### src/msx_glue_pkg.sv
/* MSX board glue package
   SD-card SPI types, HDMI crop table constants and aspect option codes */

package msx_glue_pkg;

   // ======================================================================
   // SPI byte engine
   // ======================================================================

   typedef logic [7:0] spi_byte_t;

   localparam int SPI_BITS = 8;

   // Five-bit counter, top bit set means idle
   localparam int SPI_COUNT_W = 5;

   // Shifted out on a read strobe
   localparam spi_byte_t SPI_FILL_BYTE = 8'hFF;

   // About 47 ms at 21.48 MHz
   localparam int ACT_HOLD_CYCLES = 1000000;

   // ======================================================================
   // HDMI crop and aspect
   // ======================================================================

   typedef logic [11:0] hdmi_dim_t;
   typedef logic [9:0]  crop_t;
   typedef logic [11:0] aspect_t;

   // Aspect ratio option from the user menu
   typedef enum logic [1:0] {
      AR_ORIGINAL = 2'd0,
      AR_FULL     = 2'd1,
      AR_CUSTOM1  = 2'd2,
      AR_CUSTOM2  = 2'd3
   } aspect_mode_e;

   localparam aspect_t ARX_NORMAL = 12'd400;
   localparam aspect_t ARX_WIDE   = 12'd340;
   localparam aspect_t ARY_NORMAL = 12'd300;

   // 4:3 modes taller than the width/height ratio rule allows
   localparam hdmi_dim_t WIDE43_MIN_WIDTH = 12'd1440;

   // Output heights found in the crop table
   localparam hdmi_dim_t H_480  = 12'd480;
   localparam hdmi_dim_t H_600  = 12'd600;
   localparam hdmi_dim_t H_720  = 12'd720;
   localparam hdmi_dim_t H_768  = 12'd768;
   localparam hdmi_dim_t H_800  = 12'd800;
   localparam hdmi_dim_t H_1080 = 12'd1080;
   localparam hdmi_dim_t H_1200 = 12'd1200;
   localparam hdmi_dim_t H_1440 = 12'd1440;
   localparam hdmi_dim_t H_1536 = 12'd1536;

   // Crop heights picked by the table
   localparam crop_t CROP_240 = 10'd240;
   localparam crop_t CROP_200 = 10'd200;
   localparam crop_t CROP_256 = 10'd256;
   localparam crop_t CROP_216 = 10'd216;

endpackage

### src/spi_byte_engine.sv
/* SPI byte engine
   Shifts one byte MSB first per transfer, two system clocks per bit */

`timescale 1ns/1ps

module spi_byte_engine (
   input  logic                    clk21m,
   input  logic                    reset,
   input  logic                    tx,
   input  logic                    rx,
   input  msx_glue_pkg::spi_byte_t tx_data,
   input  logic                    spi_miso,
   output logic                    ready,
   output msx_glue_pkg::spi_byte_t rx_data,
   output logic                    spi_sck,
   output logic                    spi_mosi
);

   import msx_glue_pkg::*;

   // Transfer counter, bit 0 is the serial clock and the top bit is idle
   logic [SPI_COUNT_W-1:0] counter;

   // Outgoing bits leave at the top, incoming bits enter at the bottom
   spi_byte_t io_byte;

   // Byte from the previous transfer
   spi_byte_t data_q;

   logic start;

   assign ready    = counter[SPI_COUNT_W-1];
   assign spi_sck  = counter[0];
   assign spi_mosi = io_byte[SPI_BITS-1];
   assign rx_data  = data_q;

   // Strobes are only taken while idle
   assign start = ready & (tx | rx);

   // ======================================================================
   // Counter and shifter
   // ======================================================================

   always_ff @(posedge clk21m) begin
      if (reset) begin
         counter <= {1'b1, {(SPI_COUNT_W-1){1'b0}}};
         io_byte <= SPI_FILL_BYTE;
         data_q  <= '0;
      end else if (ready) begin
         if (start) begin
            counter <= '0;
            // Capture what the card sent during the last transfer
            data_q  <= io_byte;
            io_byte <= tx ? tx_data : SPI_FILL_BYTE;
         end
      end else begin
         // End of a high phase: sample MISO, present next MOSI bit
         if (spi_sck) begin
            io_byte <= {io_byte[SPI_BITS-2:0], spi_miso};
         end
         counter <= counter + SPI_COUNT_W'(1);
      end
   end

endmodule

### src/sd_activity_monitor.sv
/* SD activity monitor
   Holds active high for a while after any MOSI or MISO toggle */

`timescale 1ns/1ps

module sd_activity_monitor #(
   parameter int hold_cycles = msx_glue_pkg::ACT_HOLD_CYCLES
) (
   input  logic clk21m,
   input  logic reset,
   input  logic spi_mosi,
   input  logic spi_miso,
   output logic active
);

   import msx_glue_pkg::*;

   localparam int CNT_W = $clog2(hold_cycles + 1);
   localparam logic [CNT_W-1:0] HOLD_MAX = CNT_W'(hold_cycles);

   logic             old_mosi;
   logic             old_miso;
   logic [CNT_W-1:0] hold_cnt;
   logic             toggle;

   assign toggle = (old_mosi ^ spi_mosi) | (old_miso ^ spi_miso);

   // Previous line levels
   always_ff @(posedge clk21m) begin
      old_mosi <= spi_mosi;
      old_miso <= spi_miso;
   end

   // Saturating hold counter, restarts on every toggle
   always_ff @(posedge clk21m) begin
      if (reset) begin
         hold_cnt <= HOLD_MAX;
         active   <= 1'b0;
      end else begin
         if (toggle) begin
            hold_cnt <= '0;
         end else if (hold_cnt < HOLD_MAX) begin
            hold_cnt <= hold_cnt + CNT_W'(1);
         end
         active <= (hold_cnt < HOLD_MAX);
      end
   end

endmodule

### src/sd_route.sv
/* SD line router
   Selects virtual or physical card, gates its SPI lines and drives LEDs */

`timescale 1ns/1ps

module sd_route #(
   parameter int hold_cycles = msx_glue_pkg::ACT_HOLD_CYCLES
) (
   input  logic        clk21m,
   input  logic        reset,
   input  logic        img_mounted,
   input  logic [31:0] img_size,
   input  logic        card_ss,
   input  logic        spi_sck,
   input  logic        spi_mosi,
   input  logic        sd_miso,
   input  logic        vsd_miso,
   output logic        spi_miso,
   output logic        sd_cs,
   output logic        sd_sck,
   output logic        sd_mosi,
   output logic        vsd_cs,
   output logic        vsd_sck,
   output logic        vsd_mosi,
   output logic        led_user,
   output logic        led_disk
);

   import msx_glue_pkg::*;

   // High while the image-backed card is in use
   logic vsd_sel;
   logic active;

   always_ff @(posedge clk21m) begin
      if (reset) begin
         vsd_sel <= 1'b0;
      end else if (img_mounted) begin
         vsd_sel <= |img_size;
      end
   end

   // Physical card is held deselected and quiet while virtual is active
   assign sd_cs    = card_ss | vsd_sel;
   assign sd_sck   = spi_sck & ~vsd_sel;
   assign sd_mosi  = spi_mosi & ~vsd_sel;

   assign vsd_cs   = card_ss | ~vsd_sel;
   assign vsd_sck  = spi_sck;
   assign vsd_mosi = spi_mosi;

   assign spi_miso = vsd_sel ? vsd_miso : sd_miso;

   sd_activity_monitor #(
      .hold_cycles (hold_cycles)
   ) u_activity (
      .clk21m   (clk21m),
      .reset    (reset),
      .spi_mosi (spi_mosi),
      .spi_miso (spi_miso),
      .active   (active)
   );

   assign led_user = active & vsd_sel;
   assign led_disk = active & ~vsd_sel;

endmodule

### src/hdmi_crop_select.sv
/* HDMI crop and aspect selector
   Picks vertical crop, wide flag and aspect numbers from the HDMI mode */

`timescale 1ns/1ps

module hdmi_crop_select (
   input  logic                       clk21m,
   input  logic                       reset,
   input  msx_glue_pkg::hdmi_dim_t    hdmi_width,
   input  msx_glue_pkg::hdmi_dim_t    hdmi_height,
   input  logic                       forced_scandoubler,
   input  logic [1:0]                 scanlines,
   input  logic                       vcrop_en,
   input  msx_glue_pkg::aspect_mode_e ar,
   output msx_glue_pkg::crop_t        crop_size,
   output msx_glue_pkg::aspect_t      arx,
   output msx_glue_pkg::aspect_t      ary
);

   import msx_glue_pkg::*;

   logic         scandoubler;
   logic [12:0]  ratio_limit;
   crop_t        vcrop_d;
   logic         wide_d;

   crop_t        vcrop_q;
   logic         wide_q;
   logic         vcrop_en_q;
   aspect_mode_e ar_q;

   assign scandoubler = forced_scandoubler | (|scanlines);

   // Height plus half height, kept one bit wider to avoid wrap
   assign ratio_limit = {1'b0, hdmi_height} + 13'(hdmi_height[11:1]);

   // ======================================================================
   // Crop table
   // ======================================================================

   always_comb begin
      vcrop_d = '0;
      wide_d  = 1'b0;
      if (!scandoubler && ({1'b0, hdmi_width} >= ratio_limit)) begin
         case (hdmi_height)
            H_480, H_720, H_1200: vcrop_d = CROP_240;
            H_600, H_800: begin
               vcrop_d = CROP_200;
               wide_d  = vcrop_en;
            end
            // NTSC only shows about 250 lines here
            H_768:  vcrop_d = CROP_256;
            H_1080: vcrop_d = CROP_216;
            default: vcrop_d = '0;
         endcase
      end else if (!scandoubler && (hdmi_width >= WIDE43_MIN_WIDTH)) begin
         // Tall 4:3 modes
         case (hdmi_height)
            H_1440:  vcrop_d = CROP_240;
            H_1536:  vcrop_d = CROP_256;
            default: vcrop_d = '0;
         endcase
      end
   end

   // Stage 1, options ride along so every input sees the same latency
   always_ff @(posedge clk21m) begin
      if (reset) begin
         vcrop_q    <= '0;
         wide_q     <= 1'b0;
         vcrop_en_q <= 1'b0;
         ar_q       <= AR_ORIGINAL;
      end else begin
         vcrop_q    <= vcrop_d;
         wide_q     <= wide_d;
         vcrop_en_q <= vcrop_en;
         ar_q       <= ar;
      end
   end

   // ======================================================================
   // Output stage
   // ======================================================================

   always_ff @(posedge clk21m) begin
      if (reset) begin
         crop_size <= '0;
         arx       <= '0;
         ary       <= '0;
      end else begin
         crop_size <= vcrop_en_q ? vcrop_q : crop_t'(0);
         if (ar_q == AR_ORIGINAL) begin
            arx <= wide_q ? ARX_WIDE : ARX_NORMAL;
            ary <= ARY_NORMAL;
         end else begin
            // Scaler takes the option index for non-original modes
            arx <= aspect_t'(ar_q) - aspect_t'(1);
            ary <= '0;
         end
      end
   end

endmodule

### src/msx_board_io.sv
/* MSX board I/O glue top
   SD-card SPI engine with card routing, plus HDMI crop and aspect select */

`timescale 1ns/1ps

module msx_board_io #(
   parameter int hold_cycles = msx_glue_pkg::ACT_HOLD_CYCLES
) (
   input  logic                       clk21m,
   input  logic                       reset,

   // SPI byte requests
   input  logic                       tx,
   input  logic                       rx,
   input  msx_glue_pkg::spi_byte_t    tx_data,
   output logic                       ready,
   output msx_glue_pkg::spi_byte_t    rx_data,

   // Card select and image mount
   input  logic                       card_ss,
   input  logic                       img_mounted,
   input  logic [31:0]                img_size,

   // Physical card
   output logic                       sd_cs,
   output logic                       sd_sck,
   output logic                       sd_mosi,
   input  logic                       sd_miso,

   // Virtual card
   output logic                       vsd_cs,
   output logic                       vsd_sck,
   output logic                       vsd_mosi,
   input  logic                       vsd_miso,

   output logic                       led_user,
   output logic                       led_disk,

   // Video options
   input  msx_glue_pkg::hdmi_dim_t    hdmi_width,
   input  msx_glue_pkg::hdmi_dim_t    hdmi_height,
   input  logic                       forced_scandoubler,
   input  logic [1:0]                 scanlines,
   input  logic                       vcrop_en,
   input  msx_glue_pkg::aspect_mode_e ar,
   output msx_glue_pkg::crop_t        crop_size,
   output msx_glue_pkg::aspect_t      arx,
   output msx_glue_pkg::aspect_t      ary
);

   import msx_glue_pkg::*;

   logic spi_sck;
   logic spi_mosi;
   logic spi_miso;

   // ======================================================================
   // SD card path
   // ======================================================================

   spi_byte_engine u_spi (
      .clk21m   (clk21m),
      .reset    (reset),
      .tx       (tx),
      .rx       (rx),
      .tx_data  (tx_data),
      .spi_miso (spi_miso),
      .ready    (ready),
      .rx_data  (rx_data),
      .spi_sck  (spi_sck),
      .spi_mosi (spi_mosi)
   );

   sd_route #(
      .hold_cycles (hold_cycles)
   ) u_route (
      .clk21m      (clk21m),
      .reset       (reset),
      .img_mounted (img_mounted),
      .img_size    (img_size),
      .card_ss     (card_ss),
      .spi_sck     (spi_sck),
      .spi_mosi    (spi_mosi),
      .sd_miso     (sd_miso),
      .vsd_miso    (vsd_miso),
      .spi_miso    (spi_miso),
      .sd_cs       (sd_cs),
      .sd_sck      (sd_sck),
      .sd_mosi     (sd_mosi),
      .vsd_cs      (vsd_cs),
      .vsd_sck     (vsd_sck),
      .vsd_mosi    (vsd_mosi),
      .led_user    (led_user),
      .led_disk    (led_disk)
   );

   // ======================================================================
   // Video crop
   // ======================================================================

   hdmi_crop_select u_crop (
      .clk21m             (clk21m),
      .reset              (reset),
      .hdmi_width         (hdmi_width),
      .hdmi_height        (hdmi_height),
      .forced_scandoubler (forced_scandoubler),
      .scanlines          (scanlines),
      .vcrop_en           (vcrop_en),
      .ar                 (ar),
      .crop_size          (crop_size),
      .arx                (arx),
      .ary                (ary)
   );

endmodule

### config.mk
export PLATFORM = sky130hd
export DESIGN_NAME = msx_board_io
export DESIGN_NICKNAME = d
export VERILOG_FILES = /design/src/msx_glue_pkg.sv /design/src/spi_byte_engine.sv /design/src/sd_activity_monitor.sv /design/src/sd_route.sv /design/src/hdmi_crop_select.sv /design/src/msx_board_io.sv
export SDC_FILE = /design/constraint.sdc
export NUM_CORES = 1
export LEC_CHECK = 0
export BUFFER_PORTS_ARGS = -buffer_cell sky130_fd_sc_hd__buf_2
export CELL_PAD_IN_SITES_DETAIL_PLACEMENT = 1
export CELL_PAD_IN_SITES_GLOBAL_PLACEMENT = 2
export CORE_ASPECT_RATIO = 1.75
export CORE_MARGIN = 3
export CORE_UTILIZATION = 33
export CTS_CLUSTER_DIAMETER = 120
export DETAILED_ROUTE_END_ITERATION = 7
export PLACE_DENSITY_LB_ADDON = 0.1
export SYNTH_ARGS = -nofsm -noshare
export SYNTH_HDL_FRONTEND = slang
export SYNTH_HIERARCHICAL = 1
export SYNTH_SLANG_ARGS = --single-unit
### constraint.sdc
create_clock -name clk21m -period 6.9 [get_ports clk21m]
set_clock_uncertainty 0.15 [all_clocks]
set_input_delay 0.69 -clock clk21m [delete_from_list [all_inputs] [get_ports clk21m]]
set_output_delay 0.69 -clock clk21m [all_outputs]
set_load 0.02 [all_outputs]
==> summary.md <==
| Metric | Value |
|---|---|
| Drt wl/cell | `17.4 um` |
| Sequential share of the synthesized area | `0.308` |
| Adder-cell share of the synthesized area | `0.126` |
| Die width | `91.5 um` |
| Final core occ | `0.409` |
| Setup TNS | `0 ps` |
| Worst path arrival time | `4180 ps` |
| IO Port Bufs | `116` |
| Kind of critical path | `in -> reg` |
| Clk pin slew, worst setup/hold paths | `60 ps` |
| Synthesis-stage register bit count | `65` |
| Relative slew slack | `0.430` |
| Root buffer cell | `clkbuf_16` |
| Final min period | `4100 ps` |
| Crit share post-route | `0.594` |
| P_leak | `2.22 nW` |
| Largest family of logic cells by synthesized area | `simple AND/OR/NAND/NOR gates` |
| Pre-Repair DR Iteration Count | `4` |
| Initial Util | `0.338` |
| Fin. max-slew vios | `0` |
| Inst Count DP | `732` |
| Synth Warn # | `6` |
| Synthesized area per cell | `8.91 um^2` |
| Cell variety after synth | `64` |
| TritonCTS Buffers | `9` |
| GRT Util Overall | `0.183` |
| Count of endpoints failing setup in the final report | `0` |
| Mux contribution to synthesized area | `0.0551` |
| Area leader, netlist | `dfxtp_1` |
| Clk_lat worst skew | `330 ps` |
| Post-CTS Resized | `0` |
| Area of the multi-input gates | `2620 um^2` |
| Total number of vias | `3893` |
| Vias in the first global route | `4233` |
| DP HPWL | `10.5 mm` |
| Core area | `12500 um^2` |
| H-tree levels | `3` |
| Initial antenna violation count | `0` |
| ANT cells | `0` |
| Layout cell share with drive strength beyond 1 | `0.278` |
| Grt ovf | `0` |
| I/O Pins | `129` |
| Clock sink total | `65` |
| Filler Cells Inserted | `1519` |
| Async SR Flop Fraction | `0` |
| Detail Route Antenna Nets | `0` |
| Layout area overhead | `21.0%` |
| Die ar. | `14200 um^2` |
| # Max-Cap Violations | `0` |
| Compound-Gate Fraction of Synth Area | `0.169` |
| Num rows | `54` |
| # Post-CTS Setup Buffers | `0` |
| Routed vias/inst | `5.20` |
| Top-count cell post-synth | `dfxtp_1` |
| WP data required | `6990 ps` |
| Simple-gate portion of the synthesized area | `0.230` |
| CTS tree | `done` |
| Synthesized cell area | `4220 um^2` |
| Final hold violations | `0` |
| Primary FF master, synth | `dfxtp_1` |
| Max Root-Sink Buffers | `2` |
| Top achievable clock speed | `0.244 GHz` |
| Synth area leaders | `dfxtp_1 31%, ha_1 12%, buf_4 4.6%` |
| Pwr Density | `216 nW/um^2` |
| Post-synth EDFFs | `0` |
| Outcome | `complete, no violations` |
| Worst hold path class | `reg -> reg` |
| Die height | `156 um` |
| Slew @ Worst Pin | `854 ps` |
| CP Capture Type | `flop` |
| Routed Wire Length | `13.0 mm` |
| CP Max Fanout | `5` |
| Pwr Total | `1.11 mW` |
| Largest net degree at the start of global routing | `40` |
| Worst hold slack | `265 ps` |
| Worst IR Drop VDD | `0.0979 mV` |
| Register area | `1300 um^2` |
| Final std cells w/o fill | `748` |
| RSZ-0062 raised after global routing | `false` |
| Detailed Route Iter0 Violations | `78` |
| Xor/xnor share of the synthesized area | `0.0270` |
| Hold buffers post-CTS | `0` |
| DR DRC count | `0` |
| Startpoint types | `input pin` |
| Final nets | `695` |
| Synth top cells by count | `65 x dfxtp_1, 41 x ha_1, 29 x nand2_1, 29 x nor2_1, 26 x buf_4` |
| First-pass GRT wire length | `20.9 mm` |
| Post-synth top area share | `0.308` |
| Final Wtd Congestion | `0.780` |
| Syn Inst Count | `474` |
==> sequential cells by signal, summed over array words and instances, names as in the netlist, 2 cells and up <==
| register | cells |
|---|---|
| u_spi/counter | 5 |
| u_spi/io_byte | 8 |
| u_spi/rx_data | 8 |
| u_crop/vcrop_q | 5 |
| u_crop/arx | 5 |
| u_crop/ar_q | 2 |
| u_crop/crop_size | 5 |
| u_route/u_activity/hold_cnt | 20 |
==> cells in the final DEF (no fill, tap or decap), types with 3 or more instances in the layout <==
cell type	instances
nor4_2	3
a21oi_1	24
conb_1	13
and4_1	4
or4_1	9
nand2_1	29
a221oi_1	7
nand4_1	13
mux2i_1	9
nand2b_1	9
ha_1	41
xor2_1	7
a31oi_1	3
and3_1	3
buf_2	116
o21ai_0	21
o31ai_1	8
dfxtp_1	65
nor4_1	7
o211ai_1	8
o311ai_0	3
mux2_4	8
nor2b_1	14
nor3_1	9
xnor2_1	6
inv_1	23
or3_1	6
nor2_1	29
or2_2	4
nand3_1	15
clkbuf_16	9
and2_1	8
==> worst paths after layout <==
kind | start | end | slack (ps) | cells past startpoint
max | hdmi_height[1] | u_crop/vcrop_q[8]$_SDFF_PP0_ | 2800 | 17
min | u_crop/wide_q$_SDFF_PP0_ | u_crop/arx[7]$_SDFF_PP0_ | 270 | 1
max reg2reg | u_route/vsd_sel$_SDFFE_PP0P_ | u_route/u_activity/hold_cnt[9]$_SDFFE_PP1P_ | 4290 | 5
min reg2reg | u_crop/wide_q$_SDFF_PP0_ | u_crop/arx[7]$_SDFF_PP0_ | 270 | 1
==> area by class of cell <==
| cell class | instances | share of cell area |
|---|---|---|
| flip-flops and latches | 65 | 0.255 |
| inverters | 23 | 0.0169 |
| repair buffers | 118 | 0.117 |
| well taps | 168 | 0.0411 |
| clock inverters | 7 | 0.0152 |
| multi-input cells | 358 | 0.512 |
| clock buffers | 9 | 0.0441 |
==> worst max-delay path: stages <==
cell,delay [ps]
buf_2,110
ha_1,160
inv_1,60
fa_1,400
nand2b_1,180
a21o_1,200
a21oi_1,330
nand3_1,130
nand2_1,90
xnor2_1,120
ha_1,260
a21oi_1,180
nor2b_1,70
a2111oi_0,460
a211o_1,280
o21bai_1,120
a2111oi_4,340
==> report_power, final <==
group / leakage (nW) / internal [mW] / switching [mW]
sequential: 0.535 / 0.396 / 0.0182
clock: 0.146 / 0.282 / 0.177
combinational: 1.54 / 0.0957 / 0.138
total: 2.22 / 0.774 / 0.333
==> routing by layer <==
metal  vias up  wire length (um)  track usage
met5         -                 0            0
met4         0               311       0.0741
met3        16               333       0.0299
met2        64              7920        0.387
met1      1914              4420        0.165
li1       1899                 -            -
==> cell families after synthesis <==
kind of cell,after synthesis
AOI/OAI and AO/OA,100
xor gates and xnor gates,13
adders and majority gates,42
buffers and inverters,63
DFF,65
muxes,19
other,1
and+or+nand+nor,171
==> through the flow <==
step / cell area (um^2) / setup WS, ps
after global placement: 4810 / 2630
final: 5110 / 2800
after floorplan: 4270 / 3110
after CTS: 5110 / 2820
after detailed placement: 4810 / 2490
after global routing: 5110 / 2590
Power figures use the tool's default switching activity.
